`config.mk`:
```
export PLATFORM = sky130hd
export DESIGN_NAME = rob_alloc
export DESIGN_NICKNAME = d
export VERILOG_FILES = /design/src/logic/frontend_pkg.sv /design/src/logic/rob_alloc.sv
export SDC_FILE = /design/constraint.sdc
export NUM_CORES = 1
export LEC_CHECK = 0
export BUFFER_PORTS_ARGS = -buffer_cell sky130_fd_sc_hd__buf_2
export CELL_PAD_IN_SITES_DETAIL_PLACEMENT = 1
export CELL_PAD_IN_SITES_GLOBAL_PLACEMENT = 1
export CORE_ASPECT_RATIO = 1.2
export CORE_MARGIN = 2
export CORE_UTILIZATION = 39
export DETAILED_ROUTE_END_ITERATION = 7
export PLACE_DENSITY_LB_ADDON = 0.1
export SYNTH_ARGS = -nofsm -noshare
export SYNTH_HDL_FRONTEND = slang
export SYNTH_SLANG_ARGS = --single-unit
```
`constraint.sdc`:
```
create_clock -name clk -period 4.84 [get_ports clk]
set_input_delay 0.242 -clock clk [delete_from_list [all_inputs] [get_ports clk]]
set_output_delay 0.242 -clock clk [all_outputs]
set_load 0.1 [all_outputs]
```
`src/logic/frontend_pkg.sv`:
```
// shared front end types and encodings; rsop values must agree with the decode patterns
package frontend_pkg;

  typedef logic [31:0] addr_t;
  typedef logic [6:0]  robid_t;
  typedef logic [4:0]  rsop_t;
  typedef logic [6:0]  retop_t;
  typedef logic [15:0] bptag_t;
  typedef logic [1:0]  ecause_t;

  localparam ecause_t ERR_IALIGN   = 2'd0;
  localparam ecause_t ERR_IFAULT   = 2'd1;
  localparam ecause_t ERR_IILLEGAL = 2'd2;

  // memory ops use {0, store}, alu ops use {0, alt}
  localparam rsop_t      RSOP_JALR   = 5'b10000;
  localparam logic [1:0] RSOP_CPLX   = 2'b11;
  localparam logic [1:0] RSOP_BRANCH = 2'b01;

  // major opcode, insn[6:2]
  typedef enum logic [4:0] {
    OPC_LOAD = 5'd0, OPC_LOADFP, OPC_CUSTOM0, OPC_MISCMEM,
    OPC_OPIMM, OPC_AUIPC, OPC_OPIMM32, OPC_48B0,
    OPC_STORE, OPC_STOREFP, OPC_CUSTOM1, OPC_AMO,
    OPC_OP, OPC_LUI, OPC_OP32, OPC_64B,
    OPC_MADD, OPC_MSUB, OPC_NMSUB, OPC_NMADD,
    OPC_OPFP, OPC_RESERVED0, OPC_CUSTOM2, OPC_48B1,
    OPC_BRANCH, OPC_JALR, OPC_RESERVED1, OPC_JAL,
    OPC_SYSTEM, OPC_RESERVED2, OPC_CUSTOM3, OPC_80B
  } opcode_e;

endpackage

```
`src/logic/rob_alloc.sv`:
```
// ROB id allocator; ROB_DEPTH at most 128, ids keep counting across a flush
module rob_alloc #(
  parameter int ROB_DEPTH = 16
) (
  input  logic                           clk,
  input  logic                           rst_i,
  input  logic                           alloc_i,
  input  logic                           retire_i,
  input  logic                           flush_i,
  output frontend_pkg::robid_t           robid_o,
  output logic                           full_o,
  output logic [$clog2(ROB_DEPTH+1)-1:0] count_o
);

  logic do_alloc;
  logic do_retire;

  assign full_o = (count_o == ROB_DEPTH);
  assign do_alloc = alloc_i & ~full_o;
  // retire on an empty allocator is ignored
  assign do_retire = retire_i & (count_o != '0);

  always_ff @(posedge clk) begin
    if (rst_i) begin
      robid_o <= '0;
      count_o <= '0;
    end else if (flush_i) begin
      count_o <= '0;
    end else begin
      if (do_alloc) begin
        robid_o <= (robid_o == ROB_DEPTH - 1) ? '0 : robid_o + 1'b1;
      end
      case ({do_alloc, do_retire})
        2'b10: count_o <= count_o + 1'b1;
        2'b01: count_o <= count_o - 1'b1;
        default: count_o <= count_o;
      endcase
    end
  end

endmodule

```
==> summary.md <==
| Metric | Value |
|---|---|
| Mean post-synth cell area | `8.09 µm²` |
| Clk_lat worst skew | `0.27 ns` |
| Final ANT Viol Nets | `0` |
| Drt first pass iters | `4` |
| GRT Util Overall | `0.191` |
| WL final | `1820 µm` |
| Total Die Area | `0.00223 mm²` |
| Chip height | `51.3 µm` |
| Detailed-placement wirelength estimate | `1480 µm` |
| Crit path max-delay family | `simple AND/OR/NAND/NOR gates` |
| Most frequent cells in the layout | `buf_2 (17), nor2_1 (13), dfxtp_1 (12)` |
| Post-layout min period | `2.85 ns` |
| Post-CTS resize count | `0` |
| Final slew viol count | `0` |
| DR vias | `701` |
| Port Buffer Count | `17` |
| Total Neg Setup Slack | `0 ns` |
| Synth Warn # | `0` |
| Pwr dens | `264 mW/mm²` |
| Switching pwr | `0.0000705 W` |
| Hold WC Path Type | `in -> reg` |
| Vias in the first global route | `712` |
| Post-Syn Instances | `90` |
| RePlAce Congestion | `0.796` |
| Routed vias/inst | `5.48` |
| ANT cells | `0` |
| Status | `completed` |
| Final worst path period share | `0.588` |
| Clock network fraction of total power | `0.350` |
| Leak pwr | `0.398 nW` |
| Synthesized Nets | `101` |
| Most common cell after layout, fill and taps aside | `buf_2` |
| Slew headroom | `0.497` |
| CTS buffer count | `3` |
| Crit path cell chain | `nor4_1 > and2_2 > nand2b_1 > ha_1 > inv_1 > fa_1 > nor2b_1 > o22ai_1 > mux2i_1 > mux2i_1` |
| TritonCTS clock tree | `done` |
| Initial antenna violation count | `0` |
| Number of setup violations in the final report | `0` |
| Hold EP | `robid_o[0]` |
| Fin. Hold Viols | `0` |
| # IOs | `18` |
| #FFs+latches synth | `12` |
| Worst-Margin Slew | `0.747 ns` |
| Layout area overhead | `18.9%` |
| Drt initial violations | `4` |
| R2R depth | `10` |
| Worst Hold Launch | `rst_i` |
| Share of layout cells above drive strength 1 | `0.248` |
| Clk_skew | `0.00467 ns` |
| First-pass GRT wire length | `3080 µm` |
| Net Sw Frac | `0.308` |
| Critical-path top delay cell | `nor4_1` |
| RSZ-0062 raised after global routing | `no` |
| Maximum clock path buffer count | `2` |
| Critical path class | `reg -> reg` |
| R2r setup slk | `1.99 ns` |
| FP Rows | `17` |
| Routed WL per cell | `14.2 µm` |
| Largest net degree at the start of global routing | `12` |
| Post-synth cell types | `30` |
| Hold path cells | `2` |
| R2r endpoint | `count_o[4]` |
| Reg clk slew, reported paths | `0.08 ns` |
| Seq/Total Area, Yosys | `0.330` |
| Mapped Area | `728 µm²` |
| Core Area | `0.00181 mm²` |
| Max cap viols | `0` |
| Post-synth top area share | `0.330` |
| Setup crit end kind | `flip-flop` |
| Chip width | `43.4 µm` |
| Grt ovf | `0` |
| Post-CTS setup buffers | `0` |
| Cell mode on critical path | `mux2i_1` |
| Fmax | `351 MHz` |
| Hold buffers post-CTS | `0` |
| Crit-path max FO | `6` |
| Drc violations | `0` |
| Pint | `0.000158 W` |
| Max incr delay on CP | `0.68 ns` |
| H-tree levels | `1` |
| Worst setup SP type | `flip-flop` |
| Fin Hold WS | `0.277 ns` |
| CP required | `5.05 ns` |
| Area leader, netlist | `dfxtp_1` |
| WP data arrival | `3.06 ns` |
| Starting density of the core | `0.403` |
| Synth area leaders | `dfxtp_1 (33%), ha_1 (8.6%), nor2_1 (6.7%)` |
| Crit path buf inv count | `1` |
| CTS Root Cell | `clkbuf_4` |
| Final net count | `121` |
| Logic pwr share | `0.196` |
| Worst R2R Start | `count_o[2]` |
| Peak supply drop | `0.117 mV` |
| Reg power frac | `0.454` |
| Clk sinks | `12` |
## final cells by class
cell class / instances / area (µm²)
clock buffer: 4 / 36.3
fill: 239 / 942
inverter: 6 / 22.5
multi-input combinational: 70 / 458
sequential: 12 / 240
tap: 19 / 23.8
timing repair buffer: 17 / 85.1
## power by group through the flow
stage	Clock, W	Combinational (W)	Sequential [W]
final	0.0000800	0.0000448	0.000104
after CTS	0.0000841	0.0000455	0.000104
after global placement	0	0.0000447	0.000106
after detailed placement	0	0.0000453	0.000106
after global routing	0.0000908	0.0000493	0.000104
after floorplan	0	0.0000201	0.000121
## cell families after synthesis
kind of cell | Yosys count | share of synthesized area
AOI/OAI and AO/OA | 18 | 0.162
xor gates and xnor gates | 3 | 0.0361
adders and majority gates | 6 | 0.113
buffers and inverters | 8 | 0.0412
DFF | 12 | 0.330
muxes | 2 | 0.0275
and+or+nand+nor | 41 | 0.290
## worst max path at each step
stage	start	to	slack (ns)	cells after the start
floorplan	count_o[3]	count_o[4]	1.46	10
global placement	count_o[2]	count_o[4]	2.16	10
detailed placement	count_o[2]	count_o[4]	1.95	10
CTS	count_o[2]	count_o[4]	1.93	10
global route	count_o[2]	count_o[4]	1.66	10
finish	count_o[2]	count_o[4]	1.99	10
## metal layers
layer | up-vias | wire length (µm) | global-route usage
met1 | 337 | 728 | 0.188
met4 | 0 | 21 | 0.0909
li1 | 353 | - | -
met3 | 2 | 47 | 0.0424
met5 | - | 0 | 0
met2 | 9 | 1020 | 0.366
## synth_stat cells
| cell type | instances |
|---|---|
| dfxtp_1 | 12 |
| nor4_1 | 3 |
| nor2_1 | 13 |
| ha_1 | 5 |
| xnor2_1 | 2 |
| o21ai_0 | 3 |
| mux2i_1 | 2 |
| inv_1 | 6 |
| a21boi_0 | 1 |
| clkbuf_1 | 2 |
| a2111oi_0 | 1 |
| and3_1 | 1 |
| or4_1 | 2 |
| nor3_1 | 1 |
| fa_1 | 1 |
| xor2_1 | 1 |
| a21oi_1 | 7 |
| o22ai_1 | 1 |
| nand2b_1 | 2 |
| a21o_2 | 2 |
| nor2b_1 | 3 |
| a32o_1 | 2 |
| or3_2 | 1 |
| a211oi_1 | 1 |
| nand3_1 | 4 |
| or2_2 | 2 |
| nand4b_1 | 1 |
| and2_2 | 1 |
| nand2_1 | 6 |
| nand3b_1 | 1 |
## state kept, by name, summed over array words and instances, names as in the netlist
signal and cells:
count_o 5, robid_o 7
## through the flow
step	std cells	cell area [µm²]	setup slack [ns]	utilization	total power, W
after floorplan	90	728	1.46	-	0.000141
after global placement	124	830	2.16	0.459	0.000151
after detailed placement	124	830	1.95	0.459	0.000152
after CTS	128	866	1.93	0.479	0.000234
after global routing	128	866	1.66	0.479	0.000245
final	128	866	1.99	0.479	0.000229
No activity file was read; power rests on OpenSTA's default activity.
