`src/logic/frontend_pkg.sv`:
```
// shared front end types and encodings; rsop values must agree with the decode patterns
package frontend_pkg;

  typedef logic [31:0] addr_t;
  typedef logic [6:0]  robid_t;
  typedef logic [4:0]  rsop_t;
  typedef logic [6:0]  retop_t;
  typedef logic [15:0] bptag_t;
  typedef logic [1:0]  ecause_t;

  localparam ecause_t ERR_IALIGN   = 2'd0;
  localparam ecause_t ERR_IFAULT   = 2'd1;
  localparam ecause_t ERR_IILLEGAL = 2'd2;

  // memory ops use {0, store}, alu ops use {0, alt}
  localparam rsop_t      RSOP_JALR   = 5'b10000;
  localparam logic [1:0] RSOP_CPLX   = 2'b11;
  localparam logic [1:0] RSOP_BRANCH = 2'b01;

  // major opcode, insn[6:2]
  typedef enum logic [4:0] {
    OPC_LOAD = 5'd0, OPC_LOADFP, OPC_CUSTOM0, OPC_MISCMEM,
    OPC_OPIMM, OPC_AUIPC, OPC_OPIMM32, OPC_48B0,
    OPC_STORE, OPC_STOREFP, OPC_CUSTOM1, OPC_AMO,
    OPC_OP, OPC_LUI, OPC_OP32, OPC_64B,
    OPC_MADD, OPC_MSUB, OPC_NMSUB, OPC_NMADD,
    OPC_OPFP, OPC_RESERVED0, OPC_CUSTOM2, OPC_48B1,
    OPC_BRANCH, OPC_JALR, OPC_RESERVED1, OPC_JAL,
    OPC_SYSTEM, OPC_RESERVED2, OPC_CUSTOM3, OPC_80B
  } opcode_e;

endpackage

```
`src/logic/rename_queue.sv`:
```
// rename FIFO; QUEUE_DEPTH a power of two, stall at depth minus one so one slot stays spare
module rename_queue #(
  parameter int QUEUE_DEPTH = 8
) (
  input  logic                 clk,
  input  logic                 rst_i,
  input  logic                 flush_i,
  input  logic                 push_i,
  input  frontend_pkg::addr_t  addr_i,
  input  logic [5:0]           rd_i,
  input  frontend_pkg::rsop_t  rsop_i,
  input  frontend_pkg::robid_t robid_i,
  input  logic [5:0]           uses_i,
  input  logic [4:0]           rs1_i,
  input  logic [4:0]           rs2_i,
  input  logic [31:0]          imm_i,
  output logic                 stall_o,
  input  logic                 pop_i,
  output logic                 q_valid_o,
  output frontend_pkg::addr_t  q_addr_o,
  output logic [5:0]           q_rd_o,
  output frontend_pkg::rsop_t  q_rsop_o,
  output frontend_pkg::robid_t q_robid_o,
  output logic [5:0]           q_uses_o,
  output logic [4:0]           q_rs1_o,
  output logic [4:0]           q_rs2_o,
  output logic [31:0]          q_imm_o
);
  import frontend_pkg::*;

  localparam int PW = $clog2(QUEUE_DEPTH);
  localparam int W = $bits(addr_t) + 6 + $bits(rsop_t) + $bits(robid_t) + 6 + 10 + 32;

  logic [W-1:0]   mem [QUEUE_DEPTH];
  logic [PW-1:0]  wr_ptr;
  logic [PW-1:0]  rd_ptr;
  logic [PW:0]    count;
  logic           do_push;
  logic           do_pop;

  assign stall_o = (count >= QUEUE_DEPTH - 1);
  // held entries stay valid on decode while stalled, so count them once
  assign do_push = push_i & ~stall_o;
  assign do_pop = pop_i & q_valid_o;
  assign q_valid_o = (count != '0);

  assign {q_addr_o, q_rd_o, q_rsop_o, q_robid_o, q_uses_o, q_rs1_o, q_rs2_o, q_imm_o} =
    mem[rd_ptr];

  always_ff @(posedge clk) begin
    if (do_push) begin
      mem[wr_ptr] <= {addr_i, rd_i, rsop_i, robid_i, uses_i, rs1_i, rs2_i, imm_i};
    end
  end

  always_ff @(posedge clk) begin
    if (rst_i | flush_i) begin
      wr_ptr <= '0;
      rd_ptr <= '0;
      count <= '0;
    end else begin
      if (do_push) begin
        wr_ptr <= wr_ptr + 1'b1;
      end
      if (do_pop) begin
        rd_ptr <= rd_ptr + 1'b1;
      end
      count <= count + do_push - do_pop;
    end
  end

endmodule

```
`config.mk`:
```
export PLATFORM = sky130hd
export DESIGN_NAME = rename_queue
export DESIGN_NICKNAME = d
export VERILOG_FILES = /design/src/logic/frontend_pkg.sv /design/src/logic/rename_queue.sv
export SDC_FILE = /design/constraint.sdc
export NUM_CORES = 1
export LEC_CHECK = 0
export BUFFER_PORTS_ARGS = -buffer_cell sky130_fd_sc_hd__buf_2
export CAP_MARGIN = 10
export CORE_UTILIZATION = 40
export DETAILED_ROUTE_END_ITERATION = 16
export GPL_TIMING_DRIVEN = 0
export REMOVE_ABC_BUFFERS = 1
export SYNTH_ARGS = -nofsm -noshare
export SYNTH_HDL_FRONTEND = slang
export SYNTH_SLANG_ARGS = --single-unit
```
`constraint.sdc`:
```
create_clock -name clk -period 13.7 [get_ports clk]
set_clock_uncertainty 0.2 [all_clocks]
set_input_delay 2.74 -clock clk [delete_from_list [all_inputs] [get_ports clk]]
set_output_delay 2.74 -clock clk [all_outputs]
set_load 0.02 [all_outputs]
```
==> flow_summary.json <==
{
  "post-dp-hpwl_um": 39100,
  "clock_sinks": 797,
  "maxSlewHeadroom_pct": 43.5,
  "synthCells": 1211,
  "grt_setup_unrepaired": "false",
  "diodes": 0,
  "htreeDepth": 3,
  "status": "complete, no violations",
  "grt_first_pass_wirelength_um": 92800,
  "dieWidth_um": 277,
  "critical_path_class": "register to output pin",
  "core_um2": 74600,
  "final_cells": 2578,
  "dieArea_um2": 76500,
  "grt_pass1_vias": 14700,
  "hold_viol": 0,
  "path_delay_family": "buffers and inverters",
  "fin_crit_sh_pct": 43.1,
  "gp_congestion": 0.686,
  "setup_tns_ns": 0,
  "synthArstFlopShare_pct": 0,
  "yosys_warnings": 0,
  "slowest_delay_ns": 0.57,
  "clockBufferDepth": 3,
  "leakagePower_nw": 11.6,
  "synth.avg_cell_area_um2": 24.9,
  "via_count": 13400,
  "cts_tree": "yes",
  "drive_gt1_share_pct": 44.1,
  "setup_violations": 0,
  "final_antenna_net_count": 0,
  "rows": 100,
  "start_util_pct": 40.5,
  "powerDensity_nw_per_um2": 147,
  "ys_types": 30,
  "synth-main-ff-cell": "edfxtp_1",
  "drt_iter0_drc": 803,
  "antenna_found_initial": 5,
  "cts_inserted_buffers": 85,
  "crit_arrival_ns": 2.97,
  "ir_drop_v": 0.0000869,
  "hold_path_class": "register to register",
  "r2r_setup_slack_ns": 10.12,
  "post_cts.repair.setup_buffers": 0,
  "grt_overflow": 0,
  "cts_resized": 0,
  "remaining_drc_errors": 0,
  "min_period_ns": 5.91,
  "io_buffer_count": 202,
  "synth_seq_cells": 797,
  "synth-edff-count": 784,
  "grtUsageTotal_pct": 16.3,
  "num_io_pins": 203,
  "clk_latency_ns": 0.61,
  "cap_violations": 0,
  "mostFrequentLayoutCell": "edfxtp_1",
  "final_nets": 1652,
  "cts_root_buf": "clkbuf_16",
  "end_kind": "output pin",
  "cts.clk_slew.worst_paths_ns": 0.05,
  "cp_max_fo": 41,
  "cp-start-kind": "register",
  "grt_max_degree": 59,
  "critPathSlowestCell": "dfxtp_4",
  "critPathRequiredTime_ns": 10.76,
  "area_growth_pct": 20.0,
  "syn_area_um2": 30200,
  "crit_buf_inv": 3,
  "routedWlPerCell_um": 23.6,
  "dieHeight_um": 277,
  "wirelength_um": 60900,
  "worstMarginPinSlew_ns": 0.845,
  "max_freq_ghz": 0.169,
  "maxSlewViolCount": 0,
  "ctsHoldBuffers": 0,
  "num-fill-cells": 6030,
  "crit_top_cell": "buf_16",
  "ys_seq_area_share_pct": 78.9,
  "crit_chain": "buf_16 > buf_16 > mux4_2 > mux2_2 > buf_2",
  "dp.cells": 2422,
  "final_cell_mix": "edfxtp_1, buf_2, mux4_2",
  "dr.pass1.iters": 5,
  "viasPerCell": 5.19
}
==> worst register-to-register path, delay by kind of cell, from the launching register on <==
kind / cells / cell delay, ns
flops: 1 / 0.32
fa+ha+maj: 1 / 0.18
simple gates: 2 / 0.97
compound gates: 1 / 0.34
buf+inv: 7 / 1.28
==> registers in the layout (all words and copies together) (netlist names), named ones only <==
signal  count
mem       784
count       4
wr_ptr      3
rd_ptr      3
==> power breakdown <==
group	switching (W)	leakage, nW	internal (W)
Sequential	0.0000155	7.23	0.00273
Clock	0.000932	1.34	0.00130
Combinational	0.000196	3.05	0.000143
==> cell families after synthesis <==
kind of cell,Yosys count,synth area share [%]
adder cells (fa/ha/maj),9,0.398
flip-flops,797,78.9
multiplexers,299,18.7
buffers and inverters,64,1.30
AND/OR/NAND/NOR,35,0.589
AO/OA/AOI/OAI,6,0.112
XOR/XNOR,1,0.0290
==> metal layers <==
| layer | share of wire (%) | wire (um) | global-route usage [%] | vias to the layer above |
|---|---|---|---|---|
| li1 | - | - | - | 5881 |
| met1 | 45 | 27100 | 22.4 | 7123 |
| met2 | 48 | 29400 | 26.2 | 283 |
| met3 | 5.0 | 3030 | 3.60 | 94 |
| met4 | 2.1 | 1290 | 4.96 | 10 |
| met5 | 0.095 | 58 | 0 | - |
==> cell usage after synthesis, drive strengths merged (3+ instances only) <==
cell    instances  area, um2
mux2i           5       50.1
nor2            4       15.0
inv             7       26.3
buf            33        277
clkbuf         24       90.1
mux2           98       1100
mux4          196       4480
ha              8        100
nor3            6       30.0
o21ai           3       15.0
or3             4       25.0
nand2          10       37.5
nand3           3       15.0
dfxtp          13        260
edfxtp        784      23500
==> area by class of cell <==
type                       instances  area (um2)  share of cell area [%]
clock inverter                    55         520                    1.44
timing repair buffer             299        2390                    6.59
multi-input combinational        350        6020                    16.6
tap                              969        1210                    3.35
sequential                       797       23800                    65.8
clock buffer                     101        2220                    6.13
inverter                           7        26.3                  0.0726
==> per-stage QoR <==
stage / area [um2] / hold slack (ns) / setup slack (ns) / power [W] / util, %
floorplan: 29800 / 0.249 / 0.535 / 0.00301 / -
global placement: 32000 / 0.259 / -11.21 / 0.00316 / 42.9
detailed placement: 33500 / 0.287 / 8.24 / 0.00315 / 44.9
CTS: 36200 / 0.296 / 7.67 / 0.00540 / 48.5
global route: 36200 / 0.325 / 7.59 / 0.00551 / 48.5
finish: 36200 / 0.297 / 7.79 / 0.00532 / 48.5
==> worst paths after layout <==
check | end | start | depth (start not counted)
max reg2reg | mem[0][17] | count[3] | 11
max | q_imm_o[5] | register | 5
min reg2reg | register | rd_ptr[2] | 2
min | register | rd_ptr[2] | 2
(Power assumes the default switching activity.)
