File: config.mk
export PLATFORM = sky130hd
export DESIGN_NAME = insn_decode
export DESIGN_NICKNAME = d
export VERILOG_FILES = /design/src/logic/frontend_pkg.sv /design/src/logic/insn_decode.sv
export SDC_FILE = /design/constraint.sdc
export NUM_CORES = 1
export LEC_CHECK = 0
export BUFFER_PORTS_ARGS = -buffer_cell sky130_fd_sc_hd__buf_2
export CORE_MARGIN = 5
export CORE_UTILIZATION = 44
export CTS_BUF_LIST = sky130_fd_sc_hd__clkbuf_4 sky130_fd_sc_hd__clkbuf_8
export CTS_CLUSTER_DIAMETER = 120
export DETAILED_ROUTE_END_ITERATION = 10
export MAX_ROUTING_LAYER = met4
export PLACE_DENSITY = 0.8
export REMOVE_ABC_BUFFERS = 1
export SLEW_MARGIN = 20
export SYNTH_ARGS = -nofsm -noshare
export SYNTH_HDL_FRONTEND = slang
export SYNTH_SLANG_ARGS = --single-unit
File: constraint.sdc
create_clock -name clk -period 5.6 [get_ports clk]
set_input_delay 1.12 -clock clk [delete_from_list [all_inputs] [get_ports clk]]
set_output_delay 1.12 -clock clk [all_outputs]
set_load 0.005 [all_outputs]
File: src/logic/frontend_pkg.sv
// shared front end types and encodings; rsop values must agree with the decode patterns
package frontend_pkg;

  typedef logic [31:0] addr_t;
  typedef logic [6:0]  robid_t;
  typedef logic [4:0]  rsop_t;
  typedef logic [6:0]  retop_t;
  typedef logic [15:0] bptag_t;
  typedef logic [1:0]  ecause_t;

  localparam ecause_t ERR_IALIGN   = 2'd0;
  localparam ecause_t ERR_IFAULT   = 2'd1;
  localparam ecause_t ERR_IILLEGAL = 2'd2;

  // memory ops use {0, store}, alu ops use {0, alt}
  localparam rsop_t      RSOP_JALR   = 5'b10000;
  localparam logic [1:0] RSOP_CPLX   = 2'b11;
  localparam logic [1:0] RSOP_BRANCH = 2'b01;

  // major opcode, insn[6:2]
  typedef enum logic [4:0] {
    OPC_LOAD = 5'd0, OPC_LOADFP, OPC_CUSTOM0, OPC_MISCMEM,
    OPC_OPIMM, OPC_AUIPC, OPC_OPIMM32, OPC_48B0,
    OPC_STORE, OPC_STOREFP, OPC_CUSTOM1, OPC_AMO,
    OPC_OP, OPC_LUI, OPC_OP32, OPC_64B,
    OPC_MADD, OPC_MSUB, OPC_NMSUB, OPC_NMADD,
    OPC_OPFP, OPC_RESERVED0, OPC_CUSTOM2, OPC_48B1,
    OPC_BRANCH, OPC_JALR, OPC_RESERVED1, OPC_JAL,
    OPC_SYSTEM, OPC_RESERVED2, OPC_CUSTOM3, OPC_80B
  } opcode_e;

endpackage

File: src/logic/insn_decode.sv
// RV32I decode stage; no compressed insns, errors reach the ROB only, never rename
module insn_decode (
  input  logic                  clk,
  input  logic                  rst_i,
  input  logic                  fetch_de_valid_i,
  input  logic                  fetch_de_error_i,
  input  frontend_pkg::addr_t   fetch_de_addr_i,
  input  logic [31:0]           fetch_de_insn_i,
  input  frontend_pkg::bptag_t  fetch_de_bptag_i,
  input  logic                  fetch_de_bptaken_i,
  output logic                  decode_stall_o,
  output frontend_pkg::addr_t   decode_addr_o,
  output logic [5:0]            decode_rd_o,
  output logic                  decode_rob_valid_o,
  output logic                  decode_error_o,
  output frontend_pkg::ecause_t decode_ecause_o,
  output frontend_pkg::retop_t  decode_retop_o,
  output frontend_pkg::bptag_t  decode_bptag_o,
  output logic                  decode_bptaken_o,
  output frontend_pkg::addr_t   decode_target_o,
  input  logic                  rob_flush_i,
  input  logic                  rob_full_i,
  input  frontend_pkg::robid_t  rob_robid_i,
  output logic                  decode_rename_valid_o,
  output frontend_pkg::rsop_t   decode_rsop_o,
  output frontend_pkg::robid_t  decode_robid_o,
  output logic                  decode_uses_rs1_o,
  output logic                  decode_uses_rs2_o,
  output logic                  decode_uses_imm_o,
  output logic                  decode_uses_memory_o,
  output logic                  decode_uses_pc_o,
  output logic                  decode_csr_access_o,
  output logic [4:0]            decode_rs1_o,
  output logic [4:0]            decode_rs2_o,
  output logic [31:0]           decode_imm_o,
  input  logic                  rename_stall_i
);
  import frontend_pkg::*;

  logic        valid_q;
  logic        error_q;
  addr_t       addr_q;
  logic [31:0] insn_q;
  bptag_t      bptag_q;
  logic        bptaken_q;

  opcode_e     opc;
  logic [2:0]  funct3;
  logic        fmt_r;
  logic        fmt_i;
  logic        fmt_s;
  logic        fmt_b;
  logic        fmt_u;
  logic        fmt_j;
  logic        fmt_inv;
  logic        insn_load;
  logic        insn_jalr;
  logic        insn_auipc;
  logic        insn_csr;
  logic        uses_rd;

  assign opc = opcode_e'(insn_q[6:2]);
  assign funct3 = insn_q[14:12];
  assign insn_load = (opc == OPC_LOAD);
  assign insn_jalr = (opc == OPC_JALR);
  assign insn_auipc = (opc == OPC_AUIPC);
  assign insn_csr = (opc == OPC_SYSTEM) & (funct3[1:0] != 2'b00);

  always_ff @(posedge clk) begin
    if (rst_i | rob_flush_i) begin
      valid_q <= 1'b0;
    end else if (~decode_stall_o) begin
      valid_q <= fetch_de_valid_i;
    end
  end

  always_ff @(posedge clk) begin
    if (~decode_stall_o & fetch_de_valid_i) begin
      error_q <= fetch_de_error_i;
      addr_q <= fetch_de_addr_i;
      insn_q <= fetch_de_insn_i;
      bptag_q <= fetch_de_bptag_i;
      bptaken_q <= fetch_de_bptaken_i;
    end
  end

  // format decoder, anything not listed is illegal
  always_comb begin
    {fmt_r, fmt_i, fmt_s, fmt_b, fmt_u, fmt_j, fmt_inv} = '0;
    if (insn_q[1:0] != 2'b11) begin
      fmt_inv = 1'b1;
    end else begin
      case (opc)
        OPC_OP: fmt_r = 1'b1;
        OPC_OPIMM, OPC_LOAD, OPC_JALR, OPC_MISCMEM, OPC_SYSTEM: fmt_i = 1'b1;
        OPC_LUI, OPC_AUIPC: fmt_u = 1'b1;
        OPC_STORE: fmt_s = 1'b1;
        OPC_BRANCH: fmt_b = 1'b1;
        OPC_JAL: fmt_j = 1'b1;
        default: fmt_inv = 1'b1;
      endcase
    end
  end

  always_comb begin
    decode_imm_o = '0;
    case (1'b1)
      fmt_i: decode_imm_o = {{20{insn_q[31]}}, insn_q[31:20]};
      fmt_s: decode_imm_o = {{20{insn_q[31]}}, insn_q[31:25], insn_q[11:7]};
      fmt_b: decode_imm_o = {{20{insn_q[31]}}, insn_q[7], insn_q[30:25], insn_q[11:8], 1'b0};
      fmt_u: decode_imm_o = {insn_q[31:12], 12'b0};
      fmt_j: decode_imm_o = {{12{insn_q[31]}}, insn_q[19:12], insn_q[20], insn_q[30:21], 1'b0};
      default: decode_imm_o = '0;
    endcase
  end

  // rsop priority: memory, complex, jalr, branch, alu
  always_comb begin
    if (decode_uses_memory_o) begin
      decode_rsop_o = {1'b0, fmt_s, funct3};
    end else if (fmt_r & insn_q[25]) begin
      decode_rsop_o = {RSOP_CPLX, funct3};
    end else if (insn_jalr) begin
      decode_rsop_o = RSOP_JALR;
    end else if (fmt_b) begin
      decode_rsop_o = {RSOP_BRANCH, ~|funct3[2:1], funct3[2:1]};
    end else begin
      decode_rsop_o = {1'b0, fmt_r & insn_q[30], funct3};
    end
  end

  assign uses_rd = (fmt_r | fmt_i | fmt_u | fmt_j) & (insn_q[11:7] != 5'd0);

  assign decode_stall_o = rob_full_i | rename_stall_i;
  assign decode_addr_o = addr_q;
  assign decode_rd_o = {~uses_rd, insn_q[11:7]};

  assign decode_rob_valid_o = valid_q & ~rename_stall_i;
  assign decode_error_o = error_q | fmt_inv;
  assign decode_ecause_o = error_q ? (addr_q[1] ? ERR_IALIGN : ERR_IFAULT) : ERR_IILLEGAL;
  assign decode_retop_o = {fmt_b, funct3[0], insn_jalr, fmt_s, funct3};
  assign decode_bptag_o = bptag_q;
  assign decode_bptaken_o = bptaken_q;
  // predicted-taken branch corrects to the fall-through path
  assign decode_target_o = addr_q + ((fmt_b & bptaken_q) ? 32'd4 : decode_imm_o);

  assign decode_rename_valid_o = valid_q & ~decode_error_o & ~rob_full_i;
  assign decode_robid_o = rob_robid_i;
  assign decode_uses_rs1_o = fmt_r | (fmt_i & (~insn_csr | ~funct3[2])) | fmt_s | fmt_b;
  assign decode_uses_rs2_o = fmt_r | fmt_s | fmt_b;
  assign decode_uses_imm_o = ~fmt_r & ~fmt_b;
  assign decode_uses_memory_o = insn_load | fmt_s;
  assign decode_uses_pc_o = fmt_j | insn_jalr | insn_auipc;
  assign decode_csr_access_o = insn_csr;
  assign decode_rs1_o = insn_q[19:15];
  assign decode_rs2_o = insn_q[24:20];

endmodule

==> flow_metrics.tcl <==
set metrics [dict create \
    place_hpwl_um 13900 \
    grt_pass1_vias 4980 \
    ys_async_sr_fraction 0 \
    dieArea_sq_mm 0.0149 \
    max_freq_mhz 184 \
    wirelength_um 17400 \
    nets 903 \
    first_pass_iters 5 \
    grt-busiest-layer "met2" \
    slowest_stage "edfxtp_1" \
    gr-total-overflow 0 \
    synth_compound_area_frac 0.183 \
    gp_congestion 0.956 \
    setup_viol 0 \
    synth-xor-area-share 0.0444 \
    cts_tree "yes" \
    synthAdderAreaFrac 0.0759 \
    cts_buffers 9 \
    groute.layer.met3.usage 0.0617 \
    fin_worst_skew_ns 0 \
    seq_area_frac_synth 0.449 \
    synth.distinct_cells 68 \
    setup_ws_ns 0.180 \
    status "completed" \
    hold_viol 0 \
    drt_iter0_markers 402 \
    synthTopCellsByArea "edfxtp_1 (45%), ha_1 (7.0%), nor2_1 (4.3%)" \
    start_util 0.443 \
    synthFlopType "edfxtp_1" \
    maxCapViolCount 0 \
    vdd_ir_drop_max_v 0.000178 \
    power.leakage_nw 3.32 \
    r2r-end "valid_q" \
    track_usage 0.236 \
    maxSlewHeadroom 0.301 \
    yosysTopAreaCellShare 0.446 \
    cts_max_path_buffers 2 \
    worstSkewPairLatency_ns 0.36 \
    synth_top_family_by_area "compound AO/OA/AOI/OAI gates" \
    cts_htree_levels 3 \
    drc 0 \
    path_max_fanout 7 \
    reg2reg_slack_ns 4.93 \
    synth_area_sq_mm 0.00553 \
    slowest_delay_ns 0.54 \
    drive_above_1_share 0.414 \
    clock_sinks 83 \
    yosys.area.top_type "edfxtp_1" \
    area_growth_syn_to_layout_pct 28.0 \
    hold_buffers 0 \
    cp.depth 16 \
    ys_top_cells_by_count "edfxtp_1 (82), nor2_1 (63), a21oi_1 (40)" \
    period_share 0.968 \
    arrival_ns 4.30 \
    path_buf_inv 1 \
    synthSimpleGateAreaFrac 0.178 \
    place_ws_ns 0.364 \
    yosys_warnings 0 \
    ant_nets 0 \
    hold_path.class "flip-flop to flip-flop" \
    crit_chain "and2_2 > a21oi_1 > nor3_1 > nor2_1 > nor2_2 > a22o_1 > nor2b_1 > fa_1 > a21o_1 > a221oi_2 > o31a_1 > o221ai_4 > a21boi_2 > o22ai_2 > xnor2_1 > buf_2" \
    antennaDiodeCount 0 \
    wl_per_cell_um 18.3 \
    path_clk_slew_ns 0.09 \
    synth_area_per_cell_sq_um 9.96 \
    utilization 0.567 \
    min_from "valid_q" \
    ff2ff_path_depth 2 \
    required_ns 4.48 \
    ioPinCount 255 \
    synthMuxAreaShare 0.00181 \
    synth-edff-count 82 \
    ys_seq_elements 83 \
    portBuffers 240 \
    rows 41 \
    cts_root_buf "clkbuf_8" \
    fp.dieW_um 122 \
    fin_crit_ns 5.42 \
    fin_cells 953 \
    hold_depth 2 \
    grt_max_degree 42 \
    timing.rr.start "valid_q" \
    die_height_um 122 \
    syn_inst 555 \
    slew_violations 0 \
    yosysMostFrequentCell "edfxtp_1" \
    dp_cells 924 \
    critPathKind "flip-flop to primary output" \
    holdPathEnd "valid_q" \
    hold_ws_ns 0.552 \
    grt_pass1_wl_um 26100 \
    crit_family "compound AO/OA/AOI/OAI gates" \
    globalRouteMet2Util 0.377 \
    critPathLaunchType "flip-flop" \
    cp-end-kind "primary output" \
    fillCellCount 1093 \
    grtUsageMet1 0.291 \
    antenna_found_initial 0 \
    worst_pin_slew_ns 1.05 \
    core_area_sq_mm 0.0125 \
    via_per_inst 5.40 \
    power_density_mw_per_mm2 197 \
    via_count 5150 \
]
-- kinds of logic (layout without fill, tap and decap cells) --
family                     after synthesis  count (layout)
and+or+nand+nor                        198             198
AOI/OAI and AO/OA                      146             146
DFF                                     83              83
buffers and inverters                   66             292
adders and majority gates               33              33
xor gates and xnor gates                28              28
muxes                                    1               1
-- per-stage QoR --
step	cell area [sq um]	TNS, ns	total power, mW
after floorplan	5190	0	0.870
after global placement	6700	0	0.989
after detailed placement	6700	0	0.993
after CTS	6920	0	1.39
after global routing	7070	-0.0166	1.47
final	7070	0	1.39
-- repair_timing --
action                     in CTS  in global routing
pin swaps                       1                  3
setup buffers                   5                  8
resized for setup               1                 22
setup endpoints to repair       4                 11
-- tightest hold or removal path, cell delays in order (launching register included) --
cell     delay [ns]
dfxtp_1        0.33
a21oi_1        0.13
nor3_1         0.06
-- layer usage --
layer,share of wire,up-vias
li1,-,2432
met1,0.40,2384
met2,0.48,302
met3,0.098,32
met4,0.022,0
met5,0,-
-- cell usage in the layout, fill, tap and decap left out, types with 19 or more instances in the layout --
cell      count
a21oi_1      34
buf_2       240
buf_4        23
edfxtp_1     82
ha_1         30
nand2_1      38
nor2_1       59
nor2b_1      20
o21ai_0      19
xnor2_1      19
-- worst max path at each step --
stage	from	to
global placement	insn_q[6]	decode_target_o[30]
CTS	insn_q[4]	decode_target_o[30]
finish	insn_q[5]	decode_target_o[28]
global route	insn_q[2]	decode_target_o[31]
detailed placement	insn_q[6]	decode_target_o[30]
floorplan	rename_stall_i	decode_addr_o[0]
-- report_power, final --
part / switching, mW / total, mW / internal (mW) / leakage (nW)
logic: 0.135 / 0.252 / 0.117 / 2.48
clock network: 0.237 / 0.399 / 0.162 / 0.0759
registers: 0.0240 / 0.740 / 0.716 / 0.761
total: 0.396 / 1.39 / 0.995 / 3.32
-- state kept, by name (all words and copies together), names as in the netlist --
register / flops
error_q: 1
insn_q: 32
decode_addr_o: 32
valid_q: 1
decode_bptaken_o: 1
decode_bptag_o: 16
-- final cells by class --
| class | count | area, sq um | share of cell area |
|---|---|---|---|
| clock buffer | 9 | 124 | 0.0175 |
| clock inverter | 7 | 51.3 | 0.00725 |
| inverter | 12 | 45.0 | 0.00637 |
| multi-input combinational | 406 | 2760 | 0.390 |
| sequential | 83 | 2480 | 0.351 |
| tap | 172 | 215 | 0.0304 |
| timing repair buffer | 264 | 1390 | 0.197 |
(Power assumes the default switching activity.)
