--- src/logic/frontend_pkg.sv ---
// shared front end types and encodings; rsop values must agree with the decode patterns
package frontend_pkg;

  typedef logic [31:0] addr_t;
  typedef logic [6:0]  robid_t;
  typedef logic [4:0]  rsop_t;
  typedef logic [6:0]  retop_t;
  typedef logic [15:0] bptag_t;
  typedef logic [1:0]  ecause_t;

  localparam ecause_t ERR_IALIGN   = 2'd0;
  localparam ecause_t ERR_IFAULT   = 2'd1;
  localparam ecause_t ERR_IILLEGAL = 2'd2;

  // memory ops use {0, store}, alu ops use {0, alt}
  localparam rsop_t      RSOP_JALR   = 5'b10000;
  localparam logic [1:0] RSOP_CPLX   = 2'b11;
  localparam logic [1:0] RSOP_BRANCH = 2'b01;

  // major opcode, insn[6:2]
  typedef enum logic [4:0] {
    OPC_LOAD = 5'd0, OPC_LOADFP, OPC_CUSTOM0, OPC_MISCMEM,
    OPC_OPIMM, OPC_AUIPC, OPC_OPIMM32, OPC_48B0,
    OPC_STORE, OPC_STOREFP, OPC_CUSTOM1, OPC_AMO,
    OPC_OP, OPC_LUI, OPC_OP32, OPC_64B,
    OPC_MADD, OPC_MSUB, OPC_NMSUB, OPC_NMADD,
    OPC_OPFP, OPC_RESERVED0, OPC_CUSTOM2, OPC_48B1,
    OPC_BRANCH, OPC_JALR, OPC_RESERVED1, OPC_JAL,
    OPC_SYSTEM, OPC_RESERVED2, OPC_CUSTOM3, OPC_80B
  } opcode_e;

endpackage

--- src/logic/fetch_unit.sv ---
// fetch stage; IMEM_WORDS a power of two, pc past memory or on a halfword raises an error
module fetch_unit #(
  parameter frontend_pkg::addr_t RESET_ADDR = '0,
  parameter int                  IMEM_WORDS = 256
) (
  input  logic                          clk,
  input  logic                          rst_i,
  output logic [$clog2(IMEM_WORDS)-1:0] imem_addr_o,
  input  logic [31:0]                   imem_data_i,
  input  logic                          flush_i,
  input  frontend_pkg::addr_t           flush_addr_i,
  input  logic                          decode_stall_i,
  output logic                          fetch_de_valid_o,
  output logic                          fetch_de_error_o,
  output frontend_pkg::addr_t           fetch_de_addr_o,
  output logic [31:0]                   fetch_de_insn_o,
  output frontend_pkg::bptag_t          fetch_de_bptag_o,
  output logic                          fetch_de_bptaken_o
);
  import frontend_pkg::*;

  localparam int AW = $clog2(IMEM_WORDS);

  addr_t  pc_q;
  logic   pend_q;
  bptag_t hist_q;
  logic   fault;
  logic   is_branch;
  logic   taken;
  addr_t  br_off;
  addr_t  next_pc;
  logic   advance;

  // pend_q set means imem_data_i holds the word at pc_q
  assign fault = pc_q[1] | (pc_q[31:2] >= IMEM_WORDS);

  // static prediction: backward conditional branches taken
  assign is_branch = ~fault & (imem_data_i[6:0] == 7'b1100011);
  assign taken = is_branch & imem_data_i[31];
  assign br_off = {{20{imem_data_i[31]}}, imem_data_i[7], imem_data_i[30:25],
                   imem_data_i[11:8], 1'b0};
  assign next_pc = taken ? pc_q + br_off : pc_q + 32'd4;

  assign advance = pend_q & ~decode_stall_i;

  // same word is read again while stalled
  assign imem_addr_o = advance ? next_pc[AW+1:2] : pc_q[AW+1:2];

  always_ff @(posedge clk) begin
    if (rst_i) begin
      pc_q <= RESET_ADDR;
      pend_q <= 1'b0;
      hist_q <= '0;
      fetch_de_valid_o <= 1'b0;
    end else if (flush_i) begin
      pc_q <= flush_addr_i;
      pend_q <= 1'b0;
      fetch_de_valid_o <= 1'b0;
    end else begin
      pend_q <= 1'b1;
      if (advance) begin
        pc_q <= next_pc;
        if (is_branch) begin
          hist_q <= {hist_q[14:0], taken};
        end
      end
      if (~decode_stall_i) begin
        fetch_de_valid_o <= pend_q;
      end
    end
  end

  // tag is the history seen before this branch
  always_ff @(posedge clk) begin
    if (advance) begin
      fetch_de_error_o <= fault;
      fetch_de_addr_o <= pc_q;
      fetch_de_insn_o <= imem_data_i;
      fetch_de_bptag_o <= hist_q;
      fetch_de_bptaken_o <= taken;
    end
  end

endmodule

--- config.mk ---
export PLATFORM = sky130hd
export DESIGN_NAME = fetch_unit
export DESIGN_NICKNAME = d
export VERILOG_FILES = /design/src/logic/frontend_pkg.sv /design/src/logic/fetch_unit.sv
export SDC_FILE = /design/constraint.sdc
export NUM_CORES = 1
export LEC_CHECK = 0
export BUFFER_PORTS_ARGS = -buffer_cell sky130_fd_sc_hd__buf_2
export CORE_UTILIZATION = 50
export CTS_BUF_LIST = sky130_fd_sc_hd__clkbuf_2
export DETAILED_ROUTE_END_ITERATION = 7
export GPL_ROUTABILITY_DRIVEN = 0
export PLACE_DENSITY = 0.76
export SYNTH_ARGS = -nofsm -noshare
export SYNTH_HDL_FRONTEND = slang
export SYNTH_SLANG_ARGS = --single-unit
--- constraint.sdc ---
create_clock -name clk -period 4.4 [get_ports clk]
set_input_delay 0.22 -clock clk [delete_from_list [all_inputs] [get_ports clk]]
set_output_delay 0.22 -clock clk [all_outputs]
set_load 0.02 [all_outputs]
==> flow_summary.toml, run 1 <==
[timing]
min_period_ns = 3.76
timing.fmax_mhz = 266
maxSlewHeadroom_pct = 24.5
rsz0062_at_grt = "false"
skew_ns = 0.0390
finalHoldViolations = 0
tightestPinTransition_ns = 1.13
setup_viol = 0
tns_ns = 0
finalWorstSetupSlack_ns = 0.639
slew_viol_final = 0
final.period_utilization_pct = 85.5

[setup_path]
start_kind = "flop"
reg2reg_slack_ns = 0.64
r2r_cells = 11
timing.rr.start = "pc_q[16]"
path_max_fanout = 8
required_ns = 5.11
crit_type = "flop to flop"
setup.worst_path.end_class = "flop"
worstPathArrival_ns = 4.47
r2r-end = "pc_q[31]"

[clock_network]
clk_root_buffer_cell = "clkbuf_2"
h-tree-depth = 4
cts_num_sinks = 132
tritoncts = "built"
postCtsSetupBuffers = 0
clock_path_buffers = 2
cts_buffers = 17
clk_pin_slew_ns = 0.25
worstSkewPairLatency_ns = 0.77

[yosys]
ys_types = 64
yosysTopAreaCell = "edfxtp_1"
synth_cells = 633
synth_edf_count = 82
synth_nets = 734
avgSynthCellArea_um2 = 10.7
syn_area_mm2 = 0.00674
yosysWarningCount = 0
synth-seq-cells = 132
synth.top_cell.area_share_pct = 36.5
synth-main-ff-cell = "edfxtp_1"
synth_seq_area_share_pct = 51.4
synthArstFlopShare_pct = 0
ys_top_cells_by_area = "edfxtp_1 37%, dfxtp_1 15%, ha_1 5.9%"

[finish]
final_cell_mix = "158 x buf_2, 84 x dlygate4sd3_1, 82 x edfxtp_1"
drive_gt1_share_pct = 24.0
post-route-util_pct = 66.8
final_common_cell = "buf_2"
fillers = 991
area_growth_pct = 30.7
fin_area_mm2 = 0.00881
final_nets = 978
instances_no_fill = 1066
antenna_cells = 0

[status]
status = "finished clean"

[placed_design]
dp_cells = 950
place_area_mm2 = 0.00771
dp_slack_ns = 1.20
dpl.hpwl_um = 12700
io_buffers = 158

[drt]
drt-vias-per-instance = 5.82
drt_iter0_drc = 642
wl_per_cell_um = 18.1
num_vias = 6208
firstDrtPassIters = 5
ant_nets = 0
drc_errors = 0
routed_wl_um = 19300

[hold_path]
hp-class = "primary input to flop"
hold_path_depth = 4
min_to = "pc_q[10]"
hold_start = "flush_i"

[die]
die_area_mm2 = 0.0140
die_h_um = 118
fp.dieW_um = 118
rows = 42
initial_core_util_pct = 51.1
core_area_mm2 = 0.0132
io-pin-count = 159

[grt]
grt_pass1_vias = 6077
grt_max_degree = 83
antenna_found_initial = 0
grt_pass1_wl_um = 31100
track_usage_pct = 28.6
grt_overflow_total = 0

[power_and_ir_drop]
ir_worst_vdd_mv = 0.142
p_leak_nw = 3.76
power.density_mw_per_mm2 = 303

[job]
max_cap_violations = 0
[cells by family (layout without fill, tap and decap cells)]
| family | count (synthesis) | count (layout) | synth area share [%] |
|---|---|---|---|
| and+or+nand+nor | 200 | 200 | 15.1 |
| AOI/OAI and AO/OA | 166 | 166 | 16.6 |
| xor gates and xnor gates | 34 | 34 | 4.42 |
| DFF | 132 | 132 | 51.4 |
| buffers and inverters | 43 | 300 | 2.56 |
| adders and majority gates | 33 | 33 | 6.23 |
| muxes | 25 | 25 | 3.71 |
[power by group]
group | total [W] | internal [W] | switching (W)
registers | 0.00139 | 0.00135 | 0.0000401
logic | 0.000480 | 0.000214 | 0.000266
clock network | 0.000793 | 0.000241 | 0.000552
[area by class of cell]
class                      count  area (µm²)  share of cell area (%)
multi-input combinational    458        3110                    35.2
timing repair buffer         250        1690                    19.2
clock buffer                  17        85.1                   0.965
tap                          176         220                    2.50
clock inverter                15         178                    2.02
inverter                      18        70.1                   0.795
sequential                   132        3460                    39.3
[per-stage QoR]
stage	total power [W]	hold WS, ns
finish	0.00267	0.0564
global route	0.00278	0.0278
CTS	0.00267	0.00496
detailed placement	0.00183	0.398
global placement	0.00181	0.401
floorplan	0.00169	0.319
[synth_stat cells, drive strengths merged, types with 7 or more instances]
library cell  number
a21oi             54
clkbuf            18
and3               9
edfxtp            82
dfxtp             50
xnor2             16
buf                7
mux2i             25
o2111a             7
nor4               9
o21ai             31
a21o              12
o21a               7
nand2             37
nand4             16
xor2              18
nor3              14
o211ai            13
inv               18
nand3             19
nor2              56
ha                32
or3               16
[timing repair]
| item | in CTS | in global routing |
|---|---|---|
| endpoints found under the hold margin | 80 | 0 |
| hold buffers | 84 | 0 |
| gates resized for setup | 0 | 0 |
[how the worst max path moves through the flow]
stage / endpoint / cells past startpoint / startpoint / slack [ns]
global placement: pc_q[31] / 11 / imem_data_i[31] / 1.40
CTS: imem_addr_o[6] / 8 / pc_q[19] / 0.70
global route: imem_addr_o[6] / 8 / pc_q[23] / 0.41
detailed placement: pc_q[31] / 11 / imem_data_i[31] / 1.20
finish: pc_q[31] / 11 / pc_q[16] / 0.64
floorplan: pc_q[5] / 7 / decode_stall_i / 0.03
[state kept, by name (all words and copies together), names as in the netlist]
signal / count
fetch_de_insn_o: 32
fetch_de_addr_o: 32
fetch_de_error_o: 1
fetch_de_bptag_o: 16
fetch_de_bptaken_o: 1
hist_q: 16
fetch_de_valid_o: 1
pend_q: 1
pc_q: 32
[routing by layer]
layer	up-vias	routed length [µm]	global-route usage, %
met3	63	1620	6.69
met1	2891	8060	36.2
met2	360	9000	46.4
met5	-	0	0
li1	2894	-	-
met4	0	583	13.3
[worst max-delay path, cell delays in order (launching register included)]
cell and delay (ns):
dfxtp_1 0.56, ha_1 0.38, a21oi_2 0.23, o21ai_0 0.20, or3_1 0.37, nor3_2 0.25, o21ai_1 0.18, o31ai_2 0.31
o21ai_0 0.12, a211o_1 0.30, a211oi_1 0.22, dlygate4sd3_1 0.57
(Power assumes the default switching activity.)
==> run 2, diff against run 1 <==
- ABC_AREA: not set -> 1
- PLACE_DENSITY: 0.76 -> 0.75
==> run 2 against run 1 <==
Clock power about the same. Sequential power hardly changed. Sequential share of layout area is 4.3 points lower. Clock-buffer cell count unchanged. Global-route usage grew 0.48 points. Power grew 3.9%. Core utilization decreased by 2.0 points. Combinational power rose by 19%. Fmax rose by 11%. Critical path type is now flop to primary output. Critical endpoint is now imem_addr_o[3]. Largest power group unchanged.
==> flow_summary.toml, run 2 <==
[clock_network]
clk_pin_slew_ns = 0.20
cts_buffers = 17
tritoncts = "built"
cts_num_sinks = 132
h-tree-depth = 4
ctsResizeCount = 0
worstSkewPairLatency_ns = 0.70
clk_root_buffer_cell = "clkbuf_2"
clock_path_buffers = 2

[placed_design]
io_buffers = 158
dp_slack_ns = 1.86
dpl.hpwl_um = 16600

[power_and_ir_drop]
p_leak_nw = 4.68
ir_worst_vdd_mv = 0.197
power.density_mw_per_mm2 = 280

[hold_path]
hold_path_depth = 5
hold_start = "flush_i"
min_to = "pc_q[1]"
hp-class = "primary input to flop"

[yosys]
synth_cells = 1053
synth.most_common_cell = "nand2_1"
synth.top_cell.area_share_pct = 31.4
syn_area_mm2 = 0.00785
synth_edf_count = 82
avgSynthCellArea_um2 = 7.46
synth-seq-cells = 132
yosysTopAreaCell = "edfxtp_1"
synthArstFlopShare_pct = 0
ys_types = 41
synth-main-ff-cell = "edfxtp_1"
synth_common_cells = "345 x nand2_1, 141 x inv_1, 123 x nor2_1"
synth_seq_area_share_pct = 44.1
yosysWarningCount = 0
synth_nets = 1154
ys_top_cells_by_area = "edfxtp_1 31%, nand2_1 16%, dfxtp_1 13%"

[setup_path]
timing.rr.start = "pc_q[27]"
r2r-end = "pc_q[16]"
r2r_cells = 10
path_buf_inv = 4
cpPeakStageDelay_ns = 0.47
cpMostUsedCell = "inv_1"
required_ns = 4.18
path_max_fanout = 35
crit_type = "flop to primary output"
start_kind = "flop"
crit_slowest_cell = "nor2_8"
worstPathArrival_ns = 3.17
setup.worst_path.end_class = "primary output"
crit_chain = "inv_1 > nand4_1 > nor2_1 > nand4_4 > nor2_8 > inv_2 > nand2_1 > nand3_1 > o21ai_0 > inv_1 > buf_2"
cpLargestDelayFamily = "simple AND/OR/NAND/NOR gates"
reg2reg_slack_ns = 1.48

[die]
die_h_um = 127
die_area_mm2 = 0.0162
initial_core_util_pct = 51.5
io-pin-count = 159
core_area_mm2 = 0.0153
fp.dieW_um = 127
rows = 45

[timing]
maxSlewHeadroom_pct = 50.5
skew_ns = 0.0208
tns_ns = 0
slew_viol_final = 0
finalHoldViolations = 0
finalWorstSetupSlack_ns = 1.01
setup_viol = 0
timing.fmax_mhz = 295
rsz0062_at_grt = "false"
final.period_utilization_pct = 77.0
min_period_ns = 3.39
tightestPinTransition_ns = 0.741

[finish]
area_growth_pct = 25.9
final_common_cell = "nand2_1"
reg_top3 = "fetch_de_addr_o (32), fetch_de_insn_o (32), pc_q (32)"
final_cell_mix = "345 x nand2_1, 158 x buf_2, 141 x inv_1"
fillers = 1316
post-route-util_pct = 64.8
drive_gt1_share_pct = 16.5
final_nets = 1395

[status]
status = "finished clean"

[grt]
grt_max_degree = 60
antenna_found_initial = 1
track_usage_pct = 29.1
busiest_layer = "met2"
grt_pass1_wl_um = 36200
grtUsageMet1_pct = 38.2
met3_usage_pct = 5.57
grt_pass1_vias = 7167
grt_overflow_total = 0
use_met2_pct = 47.7

[job]
max_cap_violations = 0

[drt]
routed_wl_um = 22900
num_vias = 7903
drt-vias-per-instance = 5.20
ant_nets = 0
drc_errors = 0
firstDrtPassIters = 6
drt_iter0_drc = 798
wl_per_cell_um = 15.1
==> run 2: cell count changes after synthesis, moves of 7 or more <==
cell,delta
a21oi_1,+9
nand3_1,+40
inv_1,+123
a21o_1,-10
mux2i_1,-25
o2111a_1,-7
xnor2_1,-10
or3_1,-15
nor2_1,+67
nand2_1,+308
nor4_1,-8
o211ai_1,-8
==> run 2: per-layer routing <==
layer / up-vias / wire length, µm
met1: 3579 / 9800
met4: 0 / 687
li1: 3889 / -
met5: - / 0
met3: 56 / 1790
met2: 379 / 10600
==> run 2: per-stage QoR <==
stage	instance area, µm²	instances	power (W)	hold WS (ns)
final	9890	1519	0.00277	0.0901
after global routing	9890	1519	0.00292	0.0698
after floorplan	7850	1053	0.00177	0.319
after detailed placement	8840	1408	0.00193	0.398
after global placement	8840	1408	0.00193	0.397
after CTS	9880	1518	0.00277	0.00884
==> run 2: how the worst max path moves through the flow <==
stage / from / endpoint / slack (ns) / cells past startpoint
2_1_floorplan: pend_q / imem_addr_o[0] / 0.49 / 5
3_3_place_gp: pc_q[2] / imem_addr_o[7] / 1.95 / 11
3_5_place_dp: pc_q[27] / imem_addr_o[3] / 1.86 / 11
4_1_cts: pc_q[27] / imem_addr_o[3] / 1.01 / 11
5_1_grt: pc_q[24] / imem_addr_o[3] / 0.83 / 11
6_report: pc_q[27] / imem_addr_o[3] / 1.01 / 11
==> run 2: worst register-to-register path, stage by stage (launching register included) <==
cell and delay, ns:
dfxtp_1 0.41, inv_1 0.11, nand4_1 0.10, nor2_1 0.32, nand4_4 0.21, nor2_8 0.47
inv_2 0.22, a21oi_1 0.17, o21ai_0 0.15, a21oi_1 0.14, dlygate4sd3_1 0.55
==> run 2: where the power goes <==
part	switching (W)	internal, W	total [W]
Clock	0.000472	0.000322	0.000794
Sequential	0.0000470	0.00136	0.00141
Combinational	0.000351	0.000222	0.000572
Total	0.000870	0.00190	0.00277
==> run 2: kinds of logic (layout without fill, tap and decap cells) <==
family,Yosys count,after routing,share of synthesized area [%]
buffers and inverters,163,417,8.22
XOR/XNOR,27,27,3.01
flip-flops,132,132,44.1
AND/OR/NAND/NOR,583,583,31.1
AO/OA/AOI/OAI,115,115,8.24
other,0,1,0
adder cells (fa/ha/maj),33,33,5.35
==> run 2: cell type report <==
type | instances | area, µm² | share of cell area, %
clock inverters | 15 | 180 | 1.82
multi-input cells | 758 | 3750 | 37.9
inverters | 146 | 548 | 5.54
well taps | 211 | 264 | 2.67
clock buffers | 17 | 85.1 | 0.861
flip-flops and latches | 132 | 3460 | 35.0
repair buffers | 239 | 1590 | 16.1
diodes | 1 | 2.50 | 0.0253
==> run 2: what timing repair did <==
item / CTS / global route
hold buffers: 78 / 0
setup buffers: 0 / 0
endpoints found under the hold margin: 77 / 0
